`src/cpu_macros.svh`:
```
`ifndef CPU_MACROS_SVH
`define CPU_MACROS_SVH

// Data word and address width
`define CPU_WORD_W 16

// Major opcode field, IR bits 15..12
`define CPU_OPCODE_W 4

// Immediate and direct address field, IR bits 11..0
`define CPU_IMM_W 12

// Status flags Z N C V
`define CPU_FLAG_W 4

// First fetch address
`define CPU_RESET_PC 16'h0000

`endif

```
`src/cpuPkg.sv`:
```
`include "cpu_macros.svh"

package cpuPkg;

	typedef logic [`CPU_WORD_W-1:0] wordT;

	// Z in bit 3, N in bit 2, C in bit 1, V in bit 0
	typedef logic [`CPU_FLAG_W-1:0] flagsT;

	typedef enum logic [`CPU_OPCODE_W-1:0]
	{
		ldm = 4'b0000,
		lda = 4'b0001,
		sta = 4'b0011,
		ana = 4'b0111,
		adm = 4'b1000,
		ada = 4'b1001,
		jma = 4'b1100,
		type2 = 4'b1111
	} opcodeT;

	typedef enum logic
	{
		fetch,
		execute
	} cpuStateT;

	typedef enum logic [1:0]
	{
		aluAdd,
		aluInc,
		aluAnd,
		aluNot
	} aluOpT;

	typedef enum logic [1:0]
	{
		acImm,
		acMem,
		acAlu,
		acZero
	} acSrcT;

	typedef enum logic
	{
		operandImm,
		operandMem
	} operandSrcT;

	typedef enum logic [1:0]
	{
		pcStep1,
		pcStep2,
		pcJump
	} pcSrcT;

	typedef enum logic
	{
		addrPc,
		addrIr
	} addrSrcT;

	// Clear pattern is Z=1, N=0
	typedef enum logic [1:0]
	{
		flagAlu,
		flagSet,
		flagClear
	} flagSrcT;

endpackage

```
`src/arithLogicUnit.sv`:
```
`timescale 1ns/100ps
`include "cpu_macros.svh"

module arithLogicUnit
	import cpuPkg::*;
(
	input wordT a,
	input wordT b,
	input aluOpT aluOp,
	output wordT result,
	output flagsT flags
);

	wordT addend;
	wordT sum;
	logic carry;
	logic overflow;
	logic isArith;

	// Increment shares the adder with a constant one
	assign addend = (aluOp == aluInc) ? wordT'(1) : b;
	assign {carry, sum} = {1'b0, a} + {1'b0, addend};

	// Same operand signs but result sign differs
	assign overflow = (a[`CPU_WORD_W-1] == addend[`CPU_WORD_W-1]) &&
		(sum[`CPU_WORD_W-1] != a[`CPU_WORD_W-1]);

	assign isArith = (aluOp == aluAdd) || (aluOp == aluInc);

	always_comb
	begin
		case (aluOp)
			aluAdd: result = sum;
			aluInc: result = sum;
			aluAnd: result = a & b;
			aluNot: result = ~a;
			default: result = sum;
		endcase
	end

	assign flags[3] = ~|result;
	assign flags[2] = result[`CPU_WORD_W-1];
	// C and V only mean something for the adder
	assign flags[1] = isArith & carry;
	assign flags[0] = isArith & overflow;

endmodule

```
`src/controlUnit.sv`:
```
`timescale 1ns/100ps
`include "cpu_macros.svh"

module controlUnit
	import cpuPkg::*;
(
	input logic clk,
	input logic rst,
	input wordT ir,
	input logic skipTaken,
	output logic irLoad,
	output logic acLoad,
	output logic pcLoad,
	output flagsT flagLoad,
	output acSrcT acSrc,
	output operandSrcT operandSrc,
	output aluOpT aluOp,
	output pcSrcT pcSrc,
	output addrSrcT addrSrc,
	output flagSrcT flagSrc,
	output logic readMem,
	output logic writeMem
);

	cpuStateT state;
	opcodeT opcode;
	logic [3:0] subCode;
	logic [2:0] accOp;

	assign opcode = opcodeT'(ir[`CPU_WORD_W-1 -: `CPU_OPCODE_W]);
	assign subCode = ir[11:8];
	assign accOp = ir[7:5];

	// Fetch and execute simply alternate
	always_ff @(posedge clk or posedge rst)
	begin
		if (rst)
			state <= fetch;
		else if (state == fetch)
			state <= execute;
		else
			state <= fetch;
	end

	always_comb
	begin
		irLoad = 1'b0;
		acLoad = 1'b0;
		pcLoad = 1'b0;
		flagLoad = '0;
		acSrc = acAlu;
		operandSrc = operandMem;
		aluOp = aluAdd;
		pcSrc = pcStep1;
		addrSrc = addrPc;
		flagSrc = flagAlu;
		readMem = 1'b0;
		writeMem = 1'b0;

		if (state == fetch)
		begin
			addrSrc = addrPc;
			readMem = 1'b1;
			irLoad = 1'b1;
		end
		else
		begin
			// PC moves at the end of every execute cycle
			pcLoad = 1'b1;
			case (opcode)
				ldm:
				begin
					acSrc = acImm;
					acLoad = 1'b1;
				end
				lda:
				begin
					addrSrc = addrIr;
					readMem = 1'b1;
					acSrc = acMem;
					acLoad = 1'b1;
				end
				sta:
				begin
					addrSrc = addrIr;
					writeMem = 1'b1;
				end
				ana:
				begin
					addrSrc = addrIr;
					readMem = 1'b1;
					aluOp = aluAnd;
					acLoad = 1'b1;
					flagLoad = 4'b1100;
				end
				adm:
				begin
					operandSrc = operandImm;
					acLoad = 1'b1;
					flagLoad = 4'b1111;
				end
				ada:
				begin
					addrSrc = addrIr;
					readMem = 1'b1;
					acLoad = 1'b1;
					flagLoad = 4'b1111;
				end
				jma:
					pcSrc = pcJump;
				type2:
				begin
					case (subCode)
						// Accumulator group, selected by bits 7..5
						4'b0001:
						begin
							case (accOp)
								3'b010:
								begin
									acSrc = acZero;
									acLoad = 1'b1;
									flagSrc = flagClear;
									flagLoad = 4'b1100;
								end
								3'b011:
								begin
									aluOp = aluNot;
									acLoad = 1'b1;
									flagLoad = 4'b1100;
								end
								3'b100:
								begin
									aluOp = aluInc;
									acLoad = 1'b1;
								end
								default:
									acLoad = 1'b0;
							endcase
						end
						// SKP
						4'b1001:
						begin
							if (skipTaken)
								pcSrc = pcStep2;
						end
						// SET, mask in bits 7..4
						4'b0110:
						begin
							flagSrc = flagSet;
							flagLoad = ir[7:4];
						end
						default:
							pcSrc = pcStep1;
					endcase
				end
				default:
					pcSrc = pcStep1;
			endcase
		end
	end

endmodule

```
`src/cpuTop.sv`:
```
`timescale 1ns/100ps

module cpuTop
	import cpuPkg::*;
(
	input logic clk,
	input logic rst,
	input wordT memReadData,
	output wordT memAddr,
	output wordT memWriteData,
	output logic readMem,
	output logic writeMem
);

	wordT ir;
	logic skipTaken;
	logic irLoad;
	logic acLoad;
	logic pcLoad;
	flagsT flagLoad;
	acSrcT acSrc;
	operandSrcT operandSrc;
	aluOpT aluOp;
	pcSrcT pcSrc;
	addrSrcT addrSrc;
	flagSrcT flagSrc;

	controlUnit control_i
	(
		.clk(clk),
		.rst(rst),
		.ir(ir),
		.skipTaken(skipTaken),
		.irLoad(irLoad),
		.acLoad(acLoad),
		.pcLoad(pcLoad),
		.flagLoad(flagLoad),
		.acSrc(acSrc),
		.operandSrc(operandSrc),
		.aluOp(aluOp),
		.pcSrc(pcSrc),
		.addrSrc(addrSrc),
		.flagSrc(flagSrc),
		.readMem(readMem),
		.writeMem(writeMem)
	);

	datapath datapath_i
	(
		.clk(clk),
		.rst(rst),
		.irLoad(irLoad),
		.acLoad(acLoad),
		.pcLoad(pcLoad),
		.flagLoad(flagLoad),
		.acSrc(acSrc),
		.operandSrc(operandSrc),
		.aluOp(aluOp),
		.pcSrc(pcSrc),
		.addrSrc(addrSrc),
		.flagSrc(flagSrc),
		.memReadData(memReadData),
		.memAddr(memAddr),
		.memWriteData(memWriteData),
		.ir(ir),
		.skipTaken(skipTaken)
	);

endmodule

```
`src/datapath.sv`:
```
`timescale 1ns/100ps
`include "cpu_macros.svh"

module datapath
	import cpuPkg::*;
(
	input logic clk,
	input logic rst,
	input logic irLoad,
	input logic acLoad,
	input logic pcLoad,
	input flagsT flagLoad,
	input acSrcT acSrc,
	input operandSrcT operandSrc,
	input aluOpT aluOp,
	input pcSrcT pcSrc,
	input addrSrcT addrSrc,
	input flagSrcT flagSrc,
	input wordT memReadData,
	output wordT memAddr,
	output wordT memWriteData,
	output wordT ir,
	output logic skipTaken
);

	wordT ac;
	wordT pc;
	flagsT sr;

	wordT immSigned;
	wordT immAddr;
	wordT operand;
	wordT aluResult;
	flagsT aluFlags;
	wordT acNext;
	wordT pcNext;
	flagsT flagSource;

	assign immSigned = {{(`CPU_WORD_W-`CPU_IMM_W){ir[`CPU_IMM_W-1]}}, ir[`CPU_IMM_W-1:0]};
	assign immAddr = {{(`CPU_WORD_W-`CPU_IMM_W){1'b0}}, ir[`CPU_IMM_W-1:0]};

	assign operand = (operandSrc == operandImm) ? immSigned : memReadData;

	arithLogicUnit alu_i
	(
		.a(ac),
		.b(operand),
		.aluOp(aluOp),
		.result(aluResult),
		.flags(aluFlags)
	);

	always_comb
	begin
		case (acSrc)
			acImm: acNext = immSigned;
			acMem: acNext = memReadData;
			acAlu: acNext = aluResult;
			default: acNext = '0;
		endcase
	end

	always_comb
	begin
		case (pcSrc)
			pcStep2: pcNext = pc + wordT'(2);
			pcJump: pcNext = immAddr;
			default: pcNext = pc + wordT'(1);
		endcase
	end

	always_comb
	begin
		case (flagSrc)
			flagSet: flagSource = ir[3:0];
			flagClear: flagSource = 4'b1000;
			default: flagSource = aluFlags;
		endcase
	end

	assign memAddr = (addrSrc == addrPc) ? pc : immAddr;
	assign memWriteData = ac;

	// Skip when any selected flag matches its expected value
	assign skipTaken = |(ir[7:4] & ~(sr ^ ir[3:0]));

	always_ff @(posedge clk or posedge rst)
	begin
		if (rst)
		begin
			ac <= '0;
			pc <= `CPU_RESET_PC;
			ir <= '0;
		end
		else
		begin
			if (acLoad)
				ac <= acNext;
			if (pcLoad)
				pc <= pcNext;
			if (irLoad)
				ir <= memReadData;
		end
	end

	// Per-bit masked flag update
	always_ff @(posedge clk or posedge rst)
	begin
		if (rst)
			sr <= '0;
		else
		begin
			for (int i = 0; i < `CPU_FLAG_W; i++)
			begin
				if (flagLoad[i])
					sr[i] <= flagSource[i];
			end
		end
	end

endmodule

```
`config.mk`:
```
export PLATFORM = sky130hd
export DESIGN_NAME = cpuTop
export DESIGN_NICKNAME = d
export VERILOG_FILES = /design/src/cpuPkg.sv /design/src/arithLogicUnit.sv /design/src/controlUnit.sv /design/src/cpuTop.sv /design/src/datapath.sv
export VERILOG_INCLUDE_DIRS = /design/src /design/src/src
export SDC_FILE = /design/constraint.sdc
export NUM_CORES = 1
export LEC_CHECK = 0
export BUFFER_PORTS_ARGS = -buffer_cell sky130_fd_sc_hd__buf_2
export CAP_MARGIN = 20
export CORE_MARGIN = 4
export CORE_UTILIZATION = 40
export DETAILED_ROUTE_END_ITERATION = 7
export GPL_ROUTABILITY_DRIVEN = 0
export SLEW_MARGIN = 20
export SYNTH_ARGS = -nofsm -noshare
export SYNTH_HDL_FRONTEND = slang
export SYNTH_HIERARCHICAL = 1
export SYNTH_SLANG_ARGS = --single-unit
```
`constraint.sdc`:
```
create_clock -name clk -period 9.6 [get_ports clk]
set_clock_uncertainty 0.05 [all_clocks]
set_input_delay 0.48 -clock clk [delete_from_list [all_inputs] [get_ports clk]]
set_output_delay 0.48 -clock clk [all_outputs]
set_load 0.02 [all_outputs]
```
==> impl_results.md, run 1 <==
* Status: finished clean
* Crit Path Max Fanout at 30
* Avg WL per Cell at 18.1 um
* Initial Utilization at 0.410
* Final Cell Area at 0.00566 mm2
* DRT Wirelength at 15.4 mm
* Core box area at 0.0127 mm2
* Combinational cell fraction of total power at 0.575
* Setup violators final at 0
* P&R area growth vs syn at 9.04%
* H-tree depth at 2
* All-Layer GR Usage at 0.214
* Total congestion overflow at 0
* Worst-Skew Late Latency at 0.32 ns
* Resized cells post-CTS at 0
* NetSw at 639 uW
* WS Path Type: flip-flop to flip-flop
* Largest net degree at the start of global routing at 53
* Post-synth EDFFs at 0
* Fillers at 1309
* PwrDens at 234 mW/mm2
* Worst Hold Depth at 2
* Leakage at 0.00238 uW
* Ant diodes at 0
* Synth unique cells at 77
* CTS tree: built
* Clock root cell: clkbuf_16
* Max clock buf depth at 2
* Maximum VDD drop at 124 uV
* Worst slack at placement at 4.07 ns
* RSZ-0062 raised after global routing: no
* Sink Count at 53
* Main flop type after synthesis: dfrtp_1
* Worst path required time at 9.81 ns
* Seq cells post-synth at 53
* Setup TNS at 0 ns
* Worst EP arrival at 5.82 ns
* Post-route DRC at 0
* Syn_nets at 694
* Final core occ at 0.447
* FF-to-FF setup slack at 3.99 ns
* Slew @ Worst Pin at 1.05 ns
* Cell Int Power at 689 uW
* Die Wd at 122 um
* Sequential share of the synthesized area at 0.255
* CTS buffer count at 5
* Commonest non-fill, non-tap cell in the layout: nand2_1
* Dpl cell area at 0.00551 mm2
* Multi-input gate area at 0.00357 mm2
* Avg Inst Size Synth at 7.95 um2
* Flop pwr share at 0.280
* Gate Count Post-Synth at 653
* Type of the worst min-delay path: primary input to flip-flop
* Commonest non-fill, non-tap cells in the layout: nand2_1 (76), a21oi_1 (75), nor2_1 (60), dfrtp_1 (53), buf_2 (51)
* Synth top area share at 0.255
* FF-to-FF End: datapath_i/sr[3]
* HP Start: memReadData[0]
* Achievable frequency at 0.178 GHz
* Asr flop ratio synth at 1.00
* Post-route clock period utilization at 0.585
* Slew HR at 0.295
* Sw Ratio at 0.481
* Top Ports at 52
* Routed Antenna Nets at 0
* Layout cell share with drive strength beyond 1 at 0.193
* Synthesized area at 0.00519 mm2
* Fin. Hold Viols at 0
* Clock-pin slew on the worst setup and hold paths at 0.07 ns
* Vias/cell at 5.83
* Die H at 122 um
* Crit end category: flip-flop
* DR iter-0 viols at 408
* R2R depth at 19
* Vias post-DR at 4964
* Yosys warns at 6
* Hold EP: datapath_i/ir[0]
* Max cap viols at 0
* Final net count at 720
* Period minus WS final at 5.61 ns
* First-pass GRT wire length at 25.3 mm
* Port Buffer Count at 51
* Max-slew violations at 0
* Number of global-route vias before repair at 4733
* CP Launch Type: flip-flop
* Drt first pass iters at 6
* Hold_ws at 0.380 ns
* Antenna violations before repair at 0
* Synth area leader: dfrtp_1
* Top cells by area, synth: dfrtp_1 (26%), mux2_2 (9.3%), a21oi_1 (7.3%), nand2_1 (5.5%), ha_1 (5.3%)
* DIE AREA at 0.0149 mm2
* Clock Power Share at 0.145
* Post-DP HPWL at 11.1 mm
* RR Startpoint: datapath_i/ir[10]
* Storage cell area at 0.00133 mm2
* Rows at 41
* Crit path setup slack, layout at 3.99 ns
[synth_stat cells (5+ instances only)]
library cell and n:
nand2_1 76, nand2b_1 6, o21a_1 8, nor2b_1 13, buf_2 8, mux2_2 43, nand3_1 18, a21oi_1 76
inv_1 22, ha_1 22, buf_4 5, and3_1 5, nor2_1 60, nand4_1 6, a22oi_1 5, xor2_1 8
o21ai_0 34, and2_1 16, buf_6 5, nor3b_1 5, or3_1 5, nor3_1 13, mux2i_1 21, dfrtp_1 53
xnor2_1 11, clkbuf_1 20, a31oi_1 8
[worst max-delay path by stage]
stage / startpoint / to / slack (ns) / cells after the start
6_report: datapath_i/ir[10] / datapath_i/sr[3] / 3.99 / 19
5_1_grt: datapath_i/ir[10] / datapath_i/sr[3] / 3.60 / 19
2_1_floorplan: datapath_i/ir[7] / datapath_i/sr[3] / 4.49 / 21
4_1_cts: datapath_i/ir[10] / datapath_i/sr[3] / 4.05 / 19
3_3_place_gp: datapath_i/ir[7] / datapath_i/sr[3] / 4.22 / 20
3_5_place_dp: datapath_i/ir[10] / datapath_i/sr[3] / 4.07 / 19
[kinds of logic after synthesis]
family | count (synthesis) | synth area share
xor gates and xnor gates | 19 | 0.0321
DFF | 53 | 0.255
buffers and inverters | 63 | 0.0583
and+or+nand+nor | 254 | 0.249
muxes | 65 | 0.137
AOI/OAI and AO/OA | 176 | 0.212
adders and majority gates | 23 | 0.0569
[worst max-delay path: stages, from the launching register on]
cell	delay, ns
dfrtp_1	0.49
nor3b_1	0.42
nand3_1	0.17
a21oi_2	0.17
buf_4	0.30
inv_1	0.27
nand2_1	0.50
nand2_1	0.19
fa_1	0.46
nor2b_1	0.17
o2111a_1	0.22
o21ai_0	0.09
a31oi_1	0.21
mux2_2	0.36
or4_1	0.51
or4_1	0.50
nor4_2	0.14
nand2_1	0.07
o21ai_0	0.08
mux2_2	0.17
[metal layers]
layer / GRT usage / vias up / share of wire / wire length (um)
met5: 0 / - / 0 / 0
li1: - / 2401 / - / -
met2: 0.347 / 186 / 0.47 / 7180
met4: 0.0518 / 0 / 0.014 / 215
met3: 0.0353 / 14 / 0.062 / 955
met1: 0.300 / 2363 / 0.46 / 7070
[power groups by stage]
stage | combinational [uW] | clock, uW | sequential [uW]
after floorplan | 562 | 0 | 378
after global placement | 747 | 0 | 369
after detailed placement | 754 | 0 | 372
after CTS | 759 | 199 | 369
after global routing | 853 | 207 | 382
final | 763 | 193 | 371
[final cells by class]
type,count,area share
multi-input cells,537,0.631
flip-flops and latches,53,0.234
repair buffers,59,0.0561
well taps,172,0.0380
clock buffers,6,0.0228
inverters,23,0.0153
clock inverters,2,0.00265
[stage by stage]
| stage | total power [uW] | cells |
|---|---|---|
| 2_1_floorplan | 940 | 653 |
| 3_3_place_gp | 1120 | 843 |
| 3_5_place_dp | 1130 | 843 |
| 4_1_cts | 1330 | 852 |
| 5_1_grt | 1440 | 852 |
| 6_report | 1330 | 852 |
[state kept, by name, summed over array words and instances, names as in the netlist]
signal                   cells
datapath_i/pc               16
datapath_i/ir               16
control_i/state              1
datapath_i/sr                4
datapath_i/memWriteData     16
[timing repair]
action | CTS | global route
setup buffers | 0 | 0
hold buffers | 1 | 0
endpoints found under the hold margin | 1 | 0
(Power assumes the default switching activity.)
==> run 2, diff against run 1 <==
clock period = 5.1 ns   (was 9.6 ns; I/O delays follow)
==> impl_results.md, run 2 (synthesis results as in run 1) <==
* Status: finished clean
* Antenna violations before repair at 0
* Max-slew violations at 0
* Crit Path Max Fanout at 12
* Die Wd at 122 um
* Achievable frequency at 0.211 GHz
* CP Launch Type: flip-flop
* Period minus WS final at 4.75 ns
* H-tree depth at 2
* Worst-path cell chain: nor2_2 > and3_1 > nand2b_1 > mux2_2 > nand2b_1 > ha_1 > inv_1 > fa_1 > nor2b_1 > o2111a_1 > o21ai_0 > a31oi_1 > mux2_2 > or4_1 > or4_1 > nor4_2 > nand2_1 > o21ai_0 > mux2_2
* Worst path required time at 5.28 ns
* DRT Wirelength at 14.9 mm
* Core box area at 0.0127 mm2
* Worst-Skew Late Latency at 0.29 ns
* Cell Int Power at 1330 uW
* Post-CTS Setup Inserts at 0
* All-Layer GR Usage at 0.205
* Tot Pwr at 2490 uW
* First-pass GRT wire length at 24.6 mm
* Die H at 122 um
* Crit end category: flip-flop
* Final net count at 733
* RSZ-0062 raised after global routing: no
* Leakage at 0.00246 uW
* P&R area growth vs syn at 11.3%
* Rows at 41
* Vias post-DR at 5021
* Maximum VDD drop at 203 uV
* Slew @ Worst Pin at 0.798 ns
* Max cap viols at 0
* Worst slack at placement at 0.267 ns
* Total congestion overflow at 0
* Port Buffer Count at 51
* Number of global-route vias before repair at 4806
* DR iter-0 viols at 426
* Slew HR at 0.467
* Setup violators final at 0
* Post-DP HPWL at 11.1 mm
* Largest net degree at the start of global routing at 53
* Worst EP arrival at 4.93 ns
* Clock root cell: clkbuf_16
* Combinational cell fraction of total power at 0.576
* Crit path setup slack, layout at 0.354 ns
* Number of buffer and inverter instances along the worst setup path at 1
* Sw Ratio at 0.467
* Commonest non-fill, non-tap cells in the layout: a21oi_1 (75), nand2_1 (75), nor2_1 (59), dfrtp_1 (52), buf_2 (51)
* Post-route DRC at 0
* Max clock buf depth at 2
* Final std cells w/o fill at 865
* Top Ports at 52
* Layout cell share with drive strength beyond 1 at 0.215
* PwrDens at 431 mW/mm2
* CTS tree: built
* Fin. Hold Viols at 0
* Post-route clock period utilization at 0.931
* WS Path Type: flip-flop to flip-flop
* Type of the worst min-delay path: primary input to flip-flop
* Routed Antenna Nets at 0
* Clock Power Share at 0.146
* Clock-pin slew on the worst setup and hold paths at 0.07 ns
* Crit-path leading delay family: simple AND/OR/NAND/NOR gates
* Worst path max stage delay at 0.52 ns
* DIE AREA at 0.0149 mm2
* Setup TNS at 0 ns
* Placed Cells at 856
* Crit path top cell by count: mux2_2
* Sink Count at 53
* Initial Utilization at 0.410
* Ant diodes at 0
* Drt first pass iters at 5
* Flop pwr share at 0.278
* NetSw at 1160 uW
* Crit-path slowest cell: or4_1
* Avg WL per Cell at 17.2 um
* CTS buffer count at 5
* Vias/cell at 5.80
run 2: path summary, 6_finish.rpt:
kind                                           to  depth (start not counted)  slack (ns)              start
worst min-delay path             datapath_i/ir[2]                          2        0.18     memReadData[2]
max in group asynchronous       datapath_i/ir[14]                          4        3.86                rst
worst max-delay path             datapath_i/sr[3]                         19        0.35  datapath_i/ir[14]
min in group asynchronous         control_i/state                          3        0.30                rst
worst min register to register  datapath_i/pc[12]                          1        0.51  datapath_i/pc[12]
worst max register to register   datapath_i/sr[3]                         19        0.35  datapath_i/ir[14]
run 2: worst register-to-register path, stage by stage (launching register included):
cell and delay [ns]:
dfrtp_2 0.48, nor2_2 0.17, and3_1 0.24, nand2b_1 0.21, mux2_2 0.30, nand2b_1 0.10
ha_1 0.16, inv_1 0.05, fa_1 0.40, nor2b_1 0.17, o2111a_1 0.23, o21ai_0 0.09
a31oi_1 0.19, mux2_2 0.37, or4_1 0.52, or4_1 0.49, nor4_2 0.15, nand2_1 0.07
o21ai_0 0.07, mux2_2 0.17
run 2: layout make-up:
class / instances / area [um2]
Fill cell: 1268 / 6890
Multi-Input combinational cell: 537 / 3580
Sequential cell: 53 / 1330
Timing Repair Buffer: 72 / 415
Tap cell: 172 / 215
Clock buffer: 7 / 153
Inverter: 23 / 86.3
Clock inverter: 1 / 5.00
run 2: repair_timing:
item,in CTS,in global routing
endpoints found under the hold margin,1,0
setup endpoints to repair,0,1
resized for setup,0,3
hold buffers,1,0
run 2: through the flow:
step / instance area [um2] / hold WS, ns / util
final: 5780 / 0.183 / 0.456
after global routing: 5780 / 0.184 / 0.456
after CTS: 5770 / 0.173 / 0.456
after detailed placement: 5600 / 0.0599 / 0.442
after global placement: 5600 / 0.0603 / 0.442
after floorplan: 5190 / -0.0663 / -
run 2: power groups by stage:
stage / Sequential [uW] / Combinational, uW / Clock [uW]
detailed placement: 698 / 1420 / 0
floorplan: 711 / 1060 / 0
CTS: 691 / 1430 / 374
finish: 692 / 1430 / 364
global placement: 691 / 1410 / 0
global route: 714 / 1600 / 390
run 2: layer usage:
layer	track usage	vias up	share of wire
met3	0.0283	9	0.055
met2	0.338	168	0.47
met4	0.0357	0	0.0064
met1	0.290	2415	0.47
met5	0	-	0
li1	-	2429	-
